## src/logic/cp0_pkg.sv

```systemverilog
package cp0_pkg;

    // data path
    localparam int xlen = 64;

    typedef logic [xlen-1:0] word_t;     // register data and pc values
    typedef logic [4:0]      reg_num_t;  // cp0 register number
    typedef logic [4:0]      exc_code_t; // cause ExcCode field
    typedef logic [7:0]      irq_t;      // interrupt lines and masks

    // coprocessor register numbers, select 0 only
    localparam reg_num_t status_reg_num = 5'd12;
    localparam reg_num_t cause_reg_num  = 5'd13;
    localparam reg_num_t epc_reg_num    = 5'd14;

    // ExcCode values
    localparam exc_code_t exc_int = 5'h00; // external interrupt
    localparam exc_code_t exc_ov  = 5'h0c; // arithmetic overflow
    localparam exc_code_t exc_ri  = 5'h0a; // reserved instruction
    localparam exc_code_t exc_sys = 5'h08; // syscall
    localparam exc_code_t exc_bp  = 5'h09; // break

    // status bit positions
    localparam int ie_bit  = 0;
    localparam int exl_bit = 1;

    // BEV-like bit 22 and bit 2 set out of reset, IE and EXL clear
    localparam logic [31:0] status_reset = 32'h00400004;

endpackage

```

## src/logic/irq_sync.sv

```systemverilog
`timescale 1ns/1ps

module irq_sync #(
    parameter int unsigned sync_stages = 2
) (
    input  logic          clock,
    input  logic          arst_n,
    input  cp0_pkg::irq_t irq,
    output cp0_pkg::irq_t irq_pending
);

    // one row per stage, row 0 samples the raw lines
    cp0_pkg::irq_t [sync_stages-1:0] sync_q;

    always_ff @(posedge clock or negedge arst_n) begin
        if (!arst_n) begin
            sync_q <= '0;
        end else begin
            sync_q <= {sync_q[sync_stages-2:0], irq}; // shift toward the last stage
        end
    end

    assign irq_pending = sync_q[sync_stages-1];

    // a single flop gives no metastability protection
    a_min_stages: assert property (@(posedge clock) sync_stages >= 2)
        else $error("irq_sync: sync_stages must be at least 2");

endmodule

```

## src/logic/exc_detect.sv

```systemverilog
`timescale 1ns/1ps

module exc_detect (
    input  logic               overflow,
    input  logic               reserved_inst,
    input  logic               syscall,
    input  logic               break_,
    input  logic               exc_level,
    output logic               exc_valid,
    output cp0_pkg::exc_code_t exc_code
);

    logic any_flag;

    assign any_flag = overflow | reserved_inst | syscall | break_;

    // nested exceptions are not taken while the handler runs
    assign exc_valid = !exc_level && any_flag;

    // fixed priority, overflow highest
    always_comb begin
        exc_code = cp0_pkg::exc_int; // idle value
        if (exc_valid) begin
            if (overflow) begin
                exc_code = cp0_pkg::exc_ov;
            end else if (reserved_inst) begin
                exc_code = cp0_pkg::exc_ri;
            end else if (syscall) begin
                exc_code = cp0_pkg::exc_sys;
            end else begin
                exc_code = cp0_pkg::exc_bp; // only break_ left
            end
        end
    end

endmodule

```

## src/logic/cp0.sv

```systemverilog
`timescale 1ns/1ps

module cp0 #(
    parameter cp0_pkg::word_t handler_pc = 64'h0000_0000_8000_0180
) (
    input  logic               clock,
    input  logic               arst_n,
    input  cp0_pkg::reg_num_t  regnum,
    input  cp0_pkg::word_t     wr_data,
    input  logic               mtc0,
    input  logic               eret,
    input  cp0_pkg::word_t     next_pc,
    input  cp0_pkg::irq_t      irq_pending,
    input  logic               exc_valid,
    input  cp0_pkg::exc_code_t exc_code,
    output cp0_pkg::word_t     rd_data,
    output cp0_pkg::word_t     epc,
    output logic               exc_level,
    output logic               redirect,
    output cp0_pkg::word_t     redirect_pc
);

    logic [31:0]        status_q;
    logic [31:0]        cause;
    cp0_pkg::exc_code_t code_q;
    cp0_pkg::exc_code_t trap_code;
    cp0_pkg::word_t     epc_q;
    cp0_pkg::word_t     redirect_pc_q;
    logic               redirect_q;
    logic               ie;
    logic               exl;
    logic               int_trap;
    logic               take_trap;
    logic               wr_status;
    logic               wr_epc;

    assign ie  = status_q[cp0_pkg::ie_bit];
    assign exl = status_q[cp0_pkg::exl_bit];

    // cause is assembled, only the code field is stored
    assign cause = {16'b0, irq_pending, 1'b0, code_q, 2'b0};

    assign wr_status = mtc0 && (regnum == cp0_pkg::status_reg_num);
    assign wr_epc    = mtc0 && (regnum == cp0_pkg::epc_reg_num);

    // interrupt needs global enable, no active handler and an unmasked line
    assign int_trap  = ie && !exl && |(irq_pending & status_q[15:8]);
    assign take_trap = exc_valid || int_trap;

    // a synchronous exception wins over a pending interrupt
    assign trap_code = exc_valid ? exc_code : cp0_pkg::exc_int;

    always_ff @(posedge clock or negedge arst_n) begin
        if (!arst_n) begin
            status_q <= cp0_pkg::status_reset;
        end else if (take_trap) begin
            status_q[cp0_pkg::exl_bit] <= 1'b1; // enter handler, write dropped
        end else if (eret) begin
            status_q[cp0_pkg::exl_bit] <= 1'b0;
        end else if (wr_status) begin
            status_q <= wr_data[31:0];
        end
    end

    always_ff @(posedge clock or negedge arst_n) begin
        if (!arst_n) begin
            epc_q  <= '0;
            code_q <= cp0_pkg::exc_int;
        end else if (take_trap) begin
            epc_q  <= next_pc; // resume point
            code_q <= trap_code;
        end else if (wr_epc) begin
            epc_q <= wr_data;
        end
    end

    // one-cycle redirect pulse toward fetch
    always_ff @(posedge clock or negedge arst_n) begin
        if (!arst_n) begin
            redirect_q <= 1'b0;
        end else begin
            redirect_q <= take_trap || eret;
        end
    end

    always_ff @(posedge clock) begin
        if (take_trap) begin
            redirect_pc_q <= handler_pc;
        end else if (eret) begin
            redirect_pc_q <= epc_q; // epc before any update this edge
        end
    end

    always_comb begin
        case (regnum)
            cp0_pkg::status_reg_num: rd_data = {32'b0, status_q};
            cp0_pkg::cause_reg_num:  rd_data = {32'b0, cause};
            cp0_pkg::epc_reg_num:    rd_data = epc_q;
            default:                 rd_data = '0;
        endcase
    end

    assign epc         = epc_q;
    assign exc_level   = exl;
    assign redirect    = redirect_q;
    assign redirect_pc = redirect_pc_q;

    // pipeline only issues eret from inside a handler
    a_eret_in_handler: assert property (
        @(posedge clock) disable iff (!arst_n) eret |-> exl
    ) else $error("cp0: eret while EXL is clear");

    // fetch must see a single pulse per trap or return
    a_redirect_pulse: assert property (
        @(posedge clock) disable iff (!arst_n) redirect |=> !redirect
    ) else $error("cp0: redirect held for two cycles");

endmodule

```

## src/logic/cp0_unit.sv

```systemverilog
`timescale 1ns/1ps

module cp0_unit #(
    parameter cp0_pkg::word_t handler_pc  = 64'h0000_0000_8000_0180,
    parameter int unsigned    sync_stages = 2
) (
    input  logic              clock,
    input  logic              arst_n,
    input  cp0_pkg::irq_t     irq,
    input  logic              overflow,
    input  logic              reserved_inst,
    input  logic              syscall,
    input  logic              break_,
    input  cp0_pkg::reg_num_t regnum,
    input  cp0_pkg::word_t    wr_data,
    input  logic              mtc0,
    input  logic              eret,
    input  cp0_pkg::word_t    next_pc,
    output cp0_pkg::word_t    rd_data,
    output cp0_pkg::word_t    epc,
    output logic              redirect,
    output cp0_pkg::word_t    redirect_pc
);

    cp0_pkg::irq_t      irq_pending;
    cp0_pkg::exc_code_t exc_code;
    logic               exc_valid;
    logic               exc_level; // EXL fed back to the ranking

    irq_sync #(
        .sync_stages (sync_stages)
    ) i_irq_sync (
        .clock       (clock),
        .arst_n      (arst_n),
        .irq         (irq),
        .irq_pending (irq_pending)
    );

    exc_detect i_exc_detect (
        .overflow      (overflow),
        .reserved_inst (reserved_inst),
        .syscall       (syscall),
        .break_        (break_),
        .exc_level     (exc_level),
        .exc_valid     (exc_valid),
        .exc_code      (exc_code)
    );

    cp0 #(
        .handler_pc (handler_pc)
    ) i_cp0 (
        .clock       (clock),
        .arst_n      (arst_n),
        .regnum      (regnum),
        .wr_data     (wr_data),
        .mtc0        (mtc0),
        .eret        (eret),
        .next_pc     (next_pc),
        .irq_pending (irq_pending),
        .exc_valid   (exc_valid),
        .exc_code    (exc_code),
        .rd_data     (rd_data),
        .epc         (epc),
        .exc_level   (exc_level),
        .redirect    (redirect),
        .redirect_pc (redirect_pc)
    );

endmodule

```

## config.mk

```make
export PLATFORM = sky130hd
export DESIGN_NAME = cp0_unit
export DESIGN_NICKNAME = d
export VERILOG_FILES = /design/src/logic/cp0_pkg.sv /design/src/logic/irq_sync.sv /design/src/logic/exc_detect.sv /design/src/logic/cp0.sv /design/src/logic/cp0_unit.sv
export SDC_FILE = /design/constraint.sdc
export NUM_CORES = 1
export LEC_CHECK = 0
export BUFFER_PORTS_ARGS = -buffer_cell sky130_fd_sc_hd__buf_4
export CAP_MARGIN = 20
export CORE_MARGIN = 3
export CORE_UTILIZATION = 48
export CTS_CLUSTER_DIAMETER = 40
export DETAILED_ROUTE_END_ITERATION = 10
export PLACE_DENSITY = 0.8
export SYNTH_ARGS = -nofsm -noshare
export SYNTH_HDL_FRONTEND = slang
export SYNTH_SLANG_ARGS = --single-unit
```

## constraint.sdc

```tcl
create_clock -name clock -period 2.31 [get_ports clock]
set_clock_uncertainty 0.1 [all_clocks]
set_input_delay 0.1155 -clock clock [delete_from_list [all_inputs] [get_ports clock]]
set_output_delay 0.1155 -clock clock [all_outputs]
set_load 0.1 [all_outputs]
```

* After elaboration in Yosys (flattened, before gate mapping)
Cells that the tools add are included.
** Storage, ports and cells
- Bits in registers :: 182
- Output and inout bits :: 193
- Word-level logic and storage cells :: 39
- Input bits :: 149
** Cells by class
- Reduce and logical (&&, ||, !) cells :: 12
- Bitwise logic cells :: 6
- Mux-type cells :: 10
- Eq/ne operators :: 3
** Operator list (count)
- 64-bit one-hot mux with 3 select lines :: 1
- 64-bit two-way mux :: 2
- 5-bit by 4-bit equality test with 1-bit output, second input constant :: 3
- 5-bit two-way mux :: 3
- 8-bit bitwise AND :: 1
- 8-bit OR reduction :: 1
- 1-bit logical AND :: 5
- 1-bit two-way mux :: 3
- 1-bit OR :: 3
- 3-bit AND reduction :: 1
- 3-bit nonzero test :: 1
- 1-bit logical OR :: 2
- 2-bit two-way mux :: 1
- 1-bit NOT :: 2
- 2-bit nonzero test :: 1
- 1-bit logical NOT :: 1

* Logic depth before layout (Yosys ltp)
- Word-level depth :: 7
- Depth in mapped cells :: 6

* Cells and area by module
A second synthesis with hierarchy kept.
** Second synthesis, totals
- Cell total of the unflattened synthesis :: 647
- Area, all modules :: 8179.1 µm²
** Modules (own cells, without submodules)
- cp0 :: cells each 614, area each 7663.6 µm², sequential area each 3836.2 µm², instances 1
- irq_sync :: cells each 24, area each 460.4 µm², sequential area each 400.4 µm², instances 1
- exc_detect :: cells each 9, area each 55.1 µm², sequential area each 0.0 µm², instances 1

* Least setup slack after synthesis
OpenSTA, ideal clock, no wires.
- Path type :: register to output
- Start :: register i_cp0.epc_q[0], in the netlist i_cp0.epc[0]
- End :: output port rd_data[0]
- Arrival time :: 1832 ps
- Slack :: 263 ps
- Required time :: 2095 ps
- Stages on the path, launching flop included :: 2
- Buffers on the path :: 0
- Cell sequence :: dfrtp_1 > a22o_1
** Between the ends
- Word-level cells in the longest chain between the ends :: 1
** Ends and longest elaborated chain
- start, declared :: RTL line cp0.sv:27 : cp0_pkg::word_t epc_q;
- start signal, assigned :: RTL line cp0.sv:70 : epc_q <= next_pc;
- start signal, assigned :: RTL line cp0.sv:73 : epc_q <= wr_data;
- 64-bit one-hot mux with 3 select lines :: RTL line cp0.sv:95 : case (regnum)
- end, declared :: RTL line cp0_unit.sv:19 : output cp0_pkg::word_t rd_data,
No other way between the ends.

* Worst setup path after layout
- Start :: register i_cp0.status_q[11]
- End :: register i_cp0.epc_q[61], in the netlist i_cp0.epc[61]
** Between the ends
- Word-level cells in the longest chain between the ends :: 5
- Elaborated cells between the ends (all ways) :: 6
** Ends and longest elaborated chain
- start, declared :: RTL line cp0.sv:23 : logic [31:0] status_q;
- start signal, assigned :: RTL line cp0.sv:55 : status_q <= cp0_pkg::status_reset;
- start signal, assigned :: RTL line cp0.sv:61 : status_q <= wr_data[31:0];
- 8-bit bitwise AND * :: RTL line cp0.sv:47 : assign int_trap = ie && !exl && |(irq_pending & status_q[15:8]);
- 8-bit OR reduction * :: RTL line cp0.sv:47
- 1-bit logical AND * :: RTL line cp0.sv:47
- 1-bit logical OR * :: RTL line cp0.sv:48 : assign take_trap = exc_valid || int_trap;
- 64-bit two-way mux or 2-bit nonzero test (tied branches)
Every way passes the cells marked *; elsewhere a longest branch is shown, timed or not.
A chain may end at the register's enable or synchronous reset.

==> flow_results.xml <==
<?xml version="1.0" encoding="UTF-8"?>
<metrics>
  <group name="clocking">
    <metric name="tritoncts_clock_tree" unit="">built</metric>
    <metric name="clock_tree.htree_level_count" unit="">4</metric>
    <metric name="cts_repair_resize_count" unit="">0</metric>
    <metric name="clock_buffer_count_from_cts" unit="">17</metric>
    <metric name="clk-insertion-delay-late" unit="ns">0.43</metric>
    <metric name="cts_buffer_depth" unit="">2</metric>
    <metric name="clk_transition_reported_paths" unit="ns">0.07</metric>
    <metric name="clk_root_buffer_cell" unit="">clkbuf_16</metric>
    <metric name="clkSinkCount" unit="">181</metric>
  </group>
  <group name="setup_path">
    <metric name="cp_top_family" unit="">compound AO/OA/AOI/OAI gates</metric>
    <metric name="reg2reg_setup_slack" unit="ns">0.18</metric>
    <metric name="critPathLaunchType" unit="">register</metric>
    <metric name="worst_path_required_time" unit="ns">2.52</metric>
    <metric name="crit_buf_inv" unit="">1</metric>
    <metric name="timing.critical_path.cells" unit="">a22oi_1, a41o_1, and2_4, buf_12, mux2_2</metric>
    <metric name="timing.critical_path.slowest_stage_cell" unit="">dfrtp_1</metric>
    <metric name="cp-end-kind" unit="">register</metric>
    <metric name="critPathMaxStageDelay" unit="ns">0.41</metric>
    <metric name="timing.critical_path.arrival" unit="ns">2.34</metric>
    <metric name="timing_worst_setup_path_type" unit="">reg -&gt; reg</metric>
    <metric name="path_max_fanout" unit="">36</metric>
  </group>
  <group name="global_routing">
    <metric name="gr-usage-met3" unit="">0.0603</metric>
    <metric name="grt_antenna_before_repair" unit="">0</metric>
    <metric name="first_global_vias" unit="">7620</metric>
    <metric name="global_route.usage.total" unit="">0.293</metric>
    <metric name="pin_count_of_the_biggest_net_entering_global_routing" unit="">118</metric>
    <metric name="global_routing_usage_on_met2" unit="">0.532</metric>
    <metric name="wire_length_of_the_first_global_routing_pass" unit="mm">42.0</metric>
    <metric name="global_route.peak_usage_layer" unit="">met2</metric>
    <metric name="global_route.overflow_total" unit="">0</metric>
    <metric name="grt.met1_usage" unit="">0.328</metric>
  </group>
  <group name="synthesis">
    <metric name="synth.largest_area_cell" unit="">dfrtp_1</metric>
    <metric name="synth_cell_types" unit="">30</metric>
    <metric name="synth_commonest_cells" unit="">115 x dfrtp_1, 75 x mux2_2, 65 x mux2i_1</metric>
    <metric name="synth_edf_count" unit="">0</metric>
    <metric name="post_synth_main_area_contributors" unit="">dfrtp_1 35%, dfxtp_1 16%, mux2_2 10%</metric>
    <metric name="synth.cell_area" unit="um^2">8120</metric>
    <metric name="synthFlopType" unit="">dfrtp_1</metric>
    <metric name="synth_largest_type_area_fraction" unit="">0.354</metric>
    <metric name="syn_avg_cell_area" unit="um^2">13.1</metric>
    <metric name="synthesis.yosys.warnings" unit="">0</metric>
    <metric name="ys_ff_latch" unit="">181</metric>
    <metric name="synth.most_common_cell" unit="">dfrtp_1</metric>
    <metric name="synth-seq-area-share" unit="">0.518</metric>
    <metric name="postSynthNetCount" unit="">767</metric>
    <metric name="synth_async_sr_flop_share" unit="">0.646</metric>
    <metric name="syn_inst" unit="">618</metric>
  </group>
  <group name="timing">
    <metric name="min_period" unit="ns">2.13</metric>
    <metric name="rsz_0062_raised_after_global_routing" unit="">no</metric>
    <metric name="slew_headroom" unit="">0.551</metric>
    <metric name="period_share" unit="">0.921</metric>
    <metric name="tightest_slew" unit="ns">0.674</metric>
    <metric name="timing.fmax" unit="MHz">470</metric>
    <metric name="final-setup-viol-count" unit="">0</metric>
    <metric name="total_negative_slack" unit="ns">0</metric>
    <metric name="final-hold-violation-count" unit="">0</metric>
    <metric name="drv_slew" unit="">0</metric>
  </group>
  <group name="finish">
    <metric name="multi_input_area" unit="um^2">3570</metric>
    <metric name="finish.net_count" unit="">1239</metric>
    <metric name="syn2layout_area_growth" unit="%">59.1</metric>
    <metric name="fillerInstances" unit="">930</metric>
    <metric name="area.sequential" unit="um^2">4210</metric>
    <metric name="drive_above_1_share" unit="">0.469</metric>
  </group>
  <group name="placed_design">
    <metric name="buffer_ports.inserted" unit="">341</metric>
    <metric name="dp_hpwl" unit="mm">16.8</metric>
    <metric name="globalplace.congestion" unit="">0.843</metric>
  </group>
  <group name="floorplanning">
    <metric name="fp.dieW" unit="um">136</metric>
    <metric name="fp.dieArea" unit="um^2">18500</metric>
    <metric name="design.portCount" unit="">342</metric>
    <metric name="design.core.area" unit="um^2">16200</metric>
    <metric name="die_h" unit="um">136</metric>
    <metric name="initial_core_utilization" unit="">0.500</metric>
    <metric name="std_cell_rows" unit="">46</metric>
  </group>
  <group name="run_status">
    <metric name="status" unit="">completed</metric>
  </group>
  <group name="detailed_routing">
    <metric name="drt-total-wl" unit="mm">27.7</metric>
    <metric name="drt_pre_antenna_iters" unit="">7</metric>
    <metric name="routed_wire_length_per_instance" unit="um">21.0</metric>
    <metric name="detailedRoute.firstIterationViolations" unit="">384</metric>
    <metric name="postRouteAntennaNets" unit="">0</metric>
    <metric name="via_per_inst" unit="">5.34</metric>
    <metric name="vias" unit="">7058</metric>
    <metric name="post_route_drc_violation_count" unit="">0</metric>
  </group>
  <group name="job">
    <metric name="drv.max_cap_violation_count" unit="">0</metric>
  </group>
  <group name="min_path">
    <metric name="worst_hold_path_type" unit="">in -&gt; reg</metric>
  </group>
</metrics>
-- sequential cells by signal, indices dropped and copies added, names as in the netlist --
signal,flops
i_cp0.code_q,4
i_cp0.epc,64
i_cp0.redirect,1
i_cp0.redirect_pc,64
i_cp0.status_q,32
i_irq_sync.irq_pending,8
i_irq_sync.sync_q,8
-- worst min-delay path: cells and delay by family --
| kind | cells | cell delay (ns) |
|---|---|---|
| AOI/OAI and AO/OA | 1 | 0.13 |
| muxes | 1 | 0.09 |
| buffers and inverters | 1 | 0.11 |
| and+or+nand+nor | 1 | 0.14 |
-- worst paths after layout --
| path | depth (start not counted) | endpoint | start |
|---|---|---|---|
| max | 5 | i_cp0.epc[61]$_DFFE_PN0P_ | i_cp0.status_q[11]$_DFFE_PN0P_ |
| max reg2reg | 5 | i_cp0.epc[61]$_DFFE_PN0P_ | i_cp0.status_q[11]$_DFFE_PN0P_ |
| min in group asynchronous | 3 | i_cp0.epc[21]$_DFFE_PN0P_ | arst_n |
| min | 4 | i_cp0.status_q[1]$_DFFE_PN0P_ | mtc0 |
| min reg2reg | 0 | i_irq_sync.irq_pending[0]$_DFF_PN0_ | i_irq_sync.sync_q[0]$_DFF_PN0_ |
| max in group asynchronous | 3 | i_cp0.redirect$_DFF_PN0_ | arst_n |
-- area by class of cell --
class,instances,share of cell area
diodes,3,0.000581
multi-input cells,378,0.276
well taps,216,0.0209
inverters,15,0.00436
clock buffers,18,0.0340
repair buffers,497,0.324
flip-flops and latches,181,0.326
clock inverters,14,0.0137
-- repair_timing --
item / 4_1_cts / 5_1_grt
setup endpoints to repair: 0 / 0
setup buffers: 0 / 0
hold buffers: 144 / 0
endpoints found under the hold margin: 224 / 0
-- per-stage QoR --
stage	setup slack (ns)	utilization	instances	hold slack (ns)	cell area (um^2)
detailed placement	0.271	0.669	1143	0.126	10900
global route	0.144	0.796	1319	0.139	12900
global placement	0.306	0.669	1143	0.125	10900
floorplan	0.263	-	618	-0.280	8120
finish	0.183	0.796	1322	0.105	12900
CTS	0.245	0.796	1319	0.102	12900
-- cell families (layout without fill, tap and decap cells) --
group	after synthesis	count (layout)	share of synthesized area
flip-flops	181	181	0.518
AO/OA/AOI/OAI	42	42	0.0484
other	0	3	0
AND/OR/NAND/NOR	112	112	0.0662
buffers and inverters	59	544	0.0433
multiplexers	224	224	0.324
-- cells in the final DEF, fill, tap and decap left out, types with 21 or more instances in the layout --
cell / count
mux2_2: 75
buf_4: 345
a22o_1: 21
mux2_4: 50
mux2_1: 34
mux2i_1: 65
nor2_1: 62
and2_1: 33
dfxtp_1: 64
dfrtp_1: 115
dlygate4sd3_1: 144
-- routing by layer --
metal	vias up	routed length [um]
met5	-	0
met4	0	1080
met3	71	1770
met2	326	14800
met1	3528	10100
li1	3133	-
Power is not shown: default switching activity piles up to over one toggle a cycle in this logic, so the estimate is an artifact.
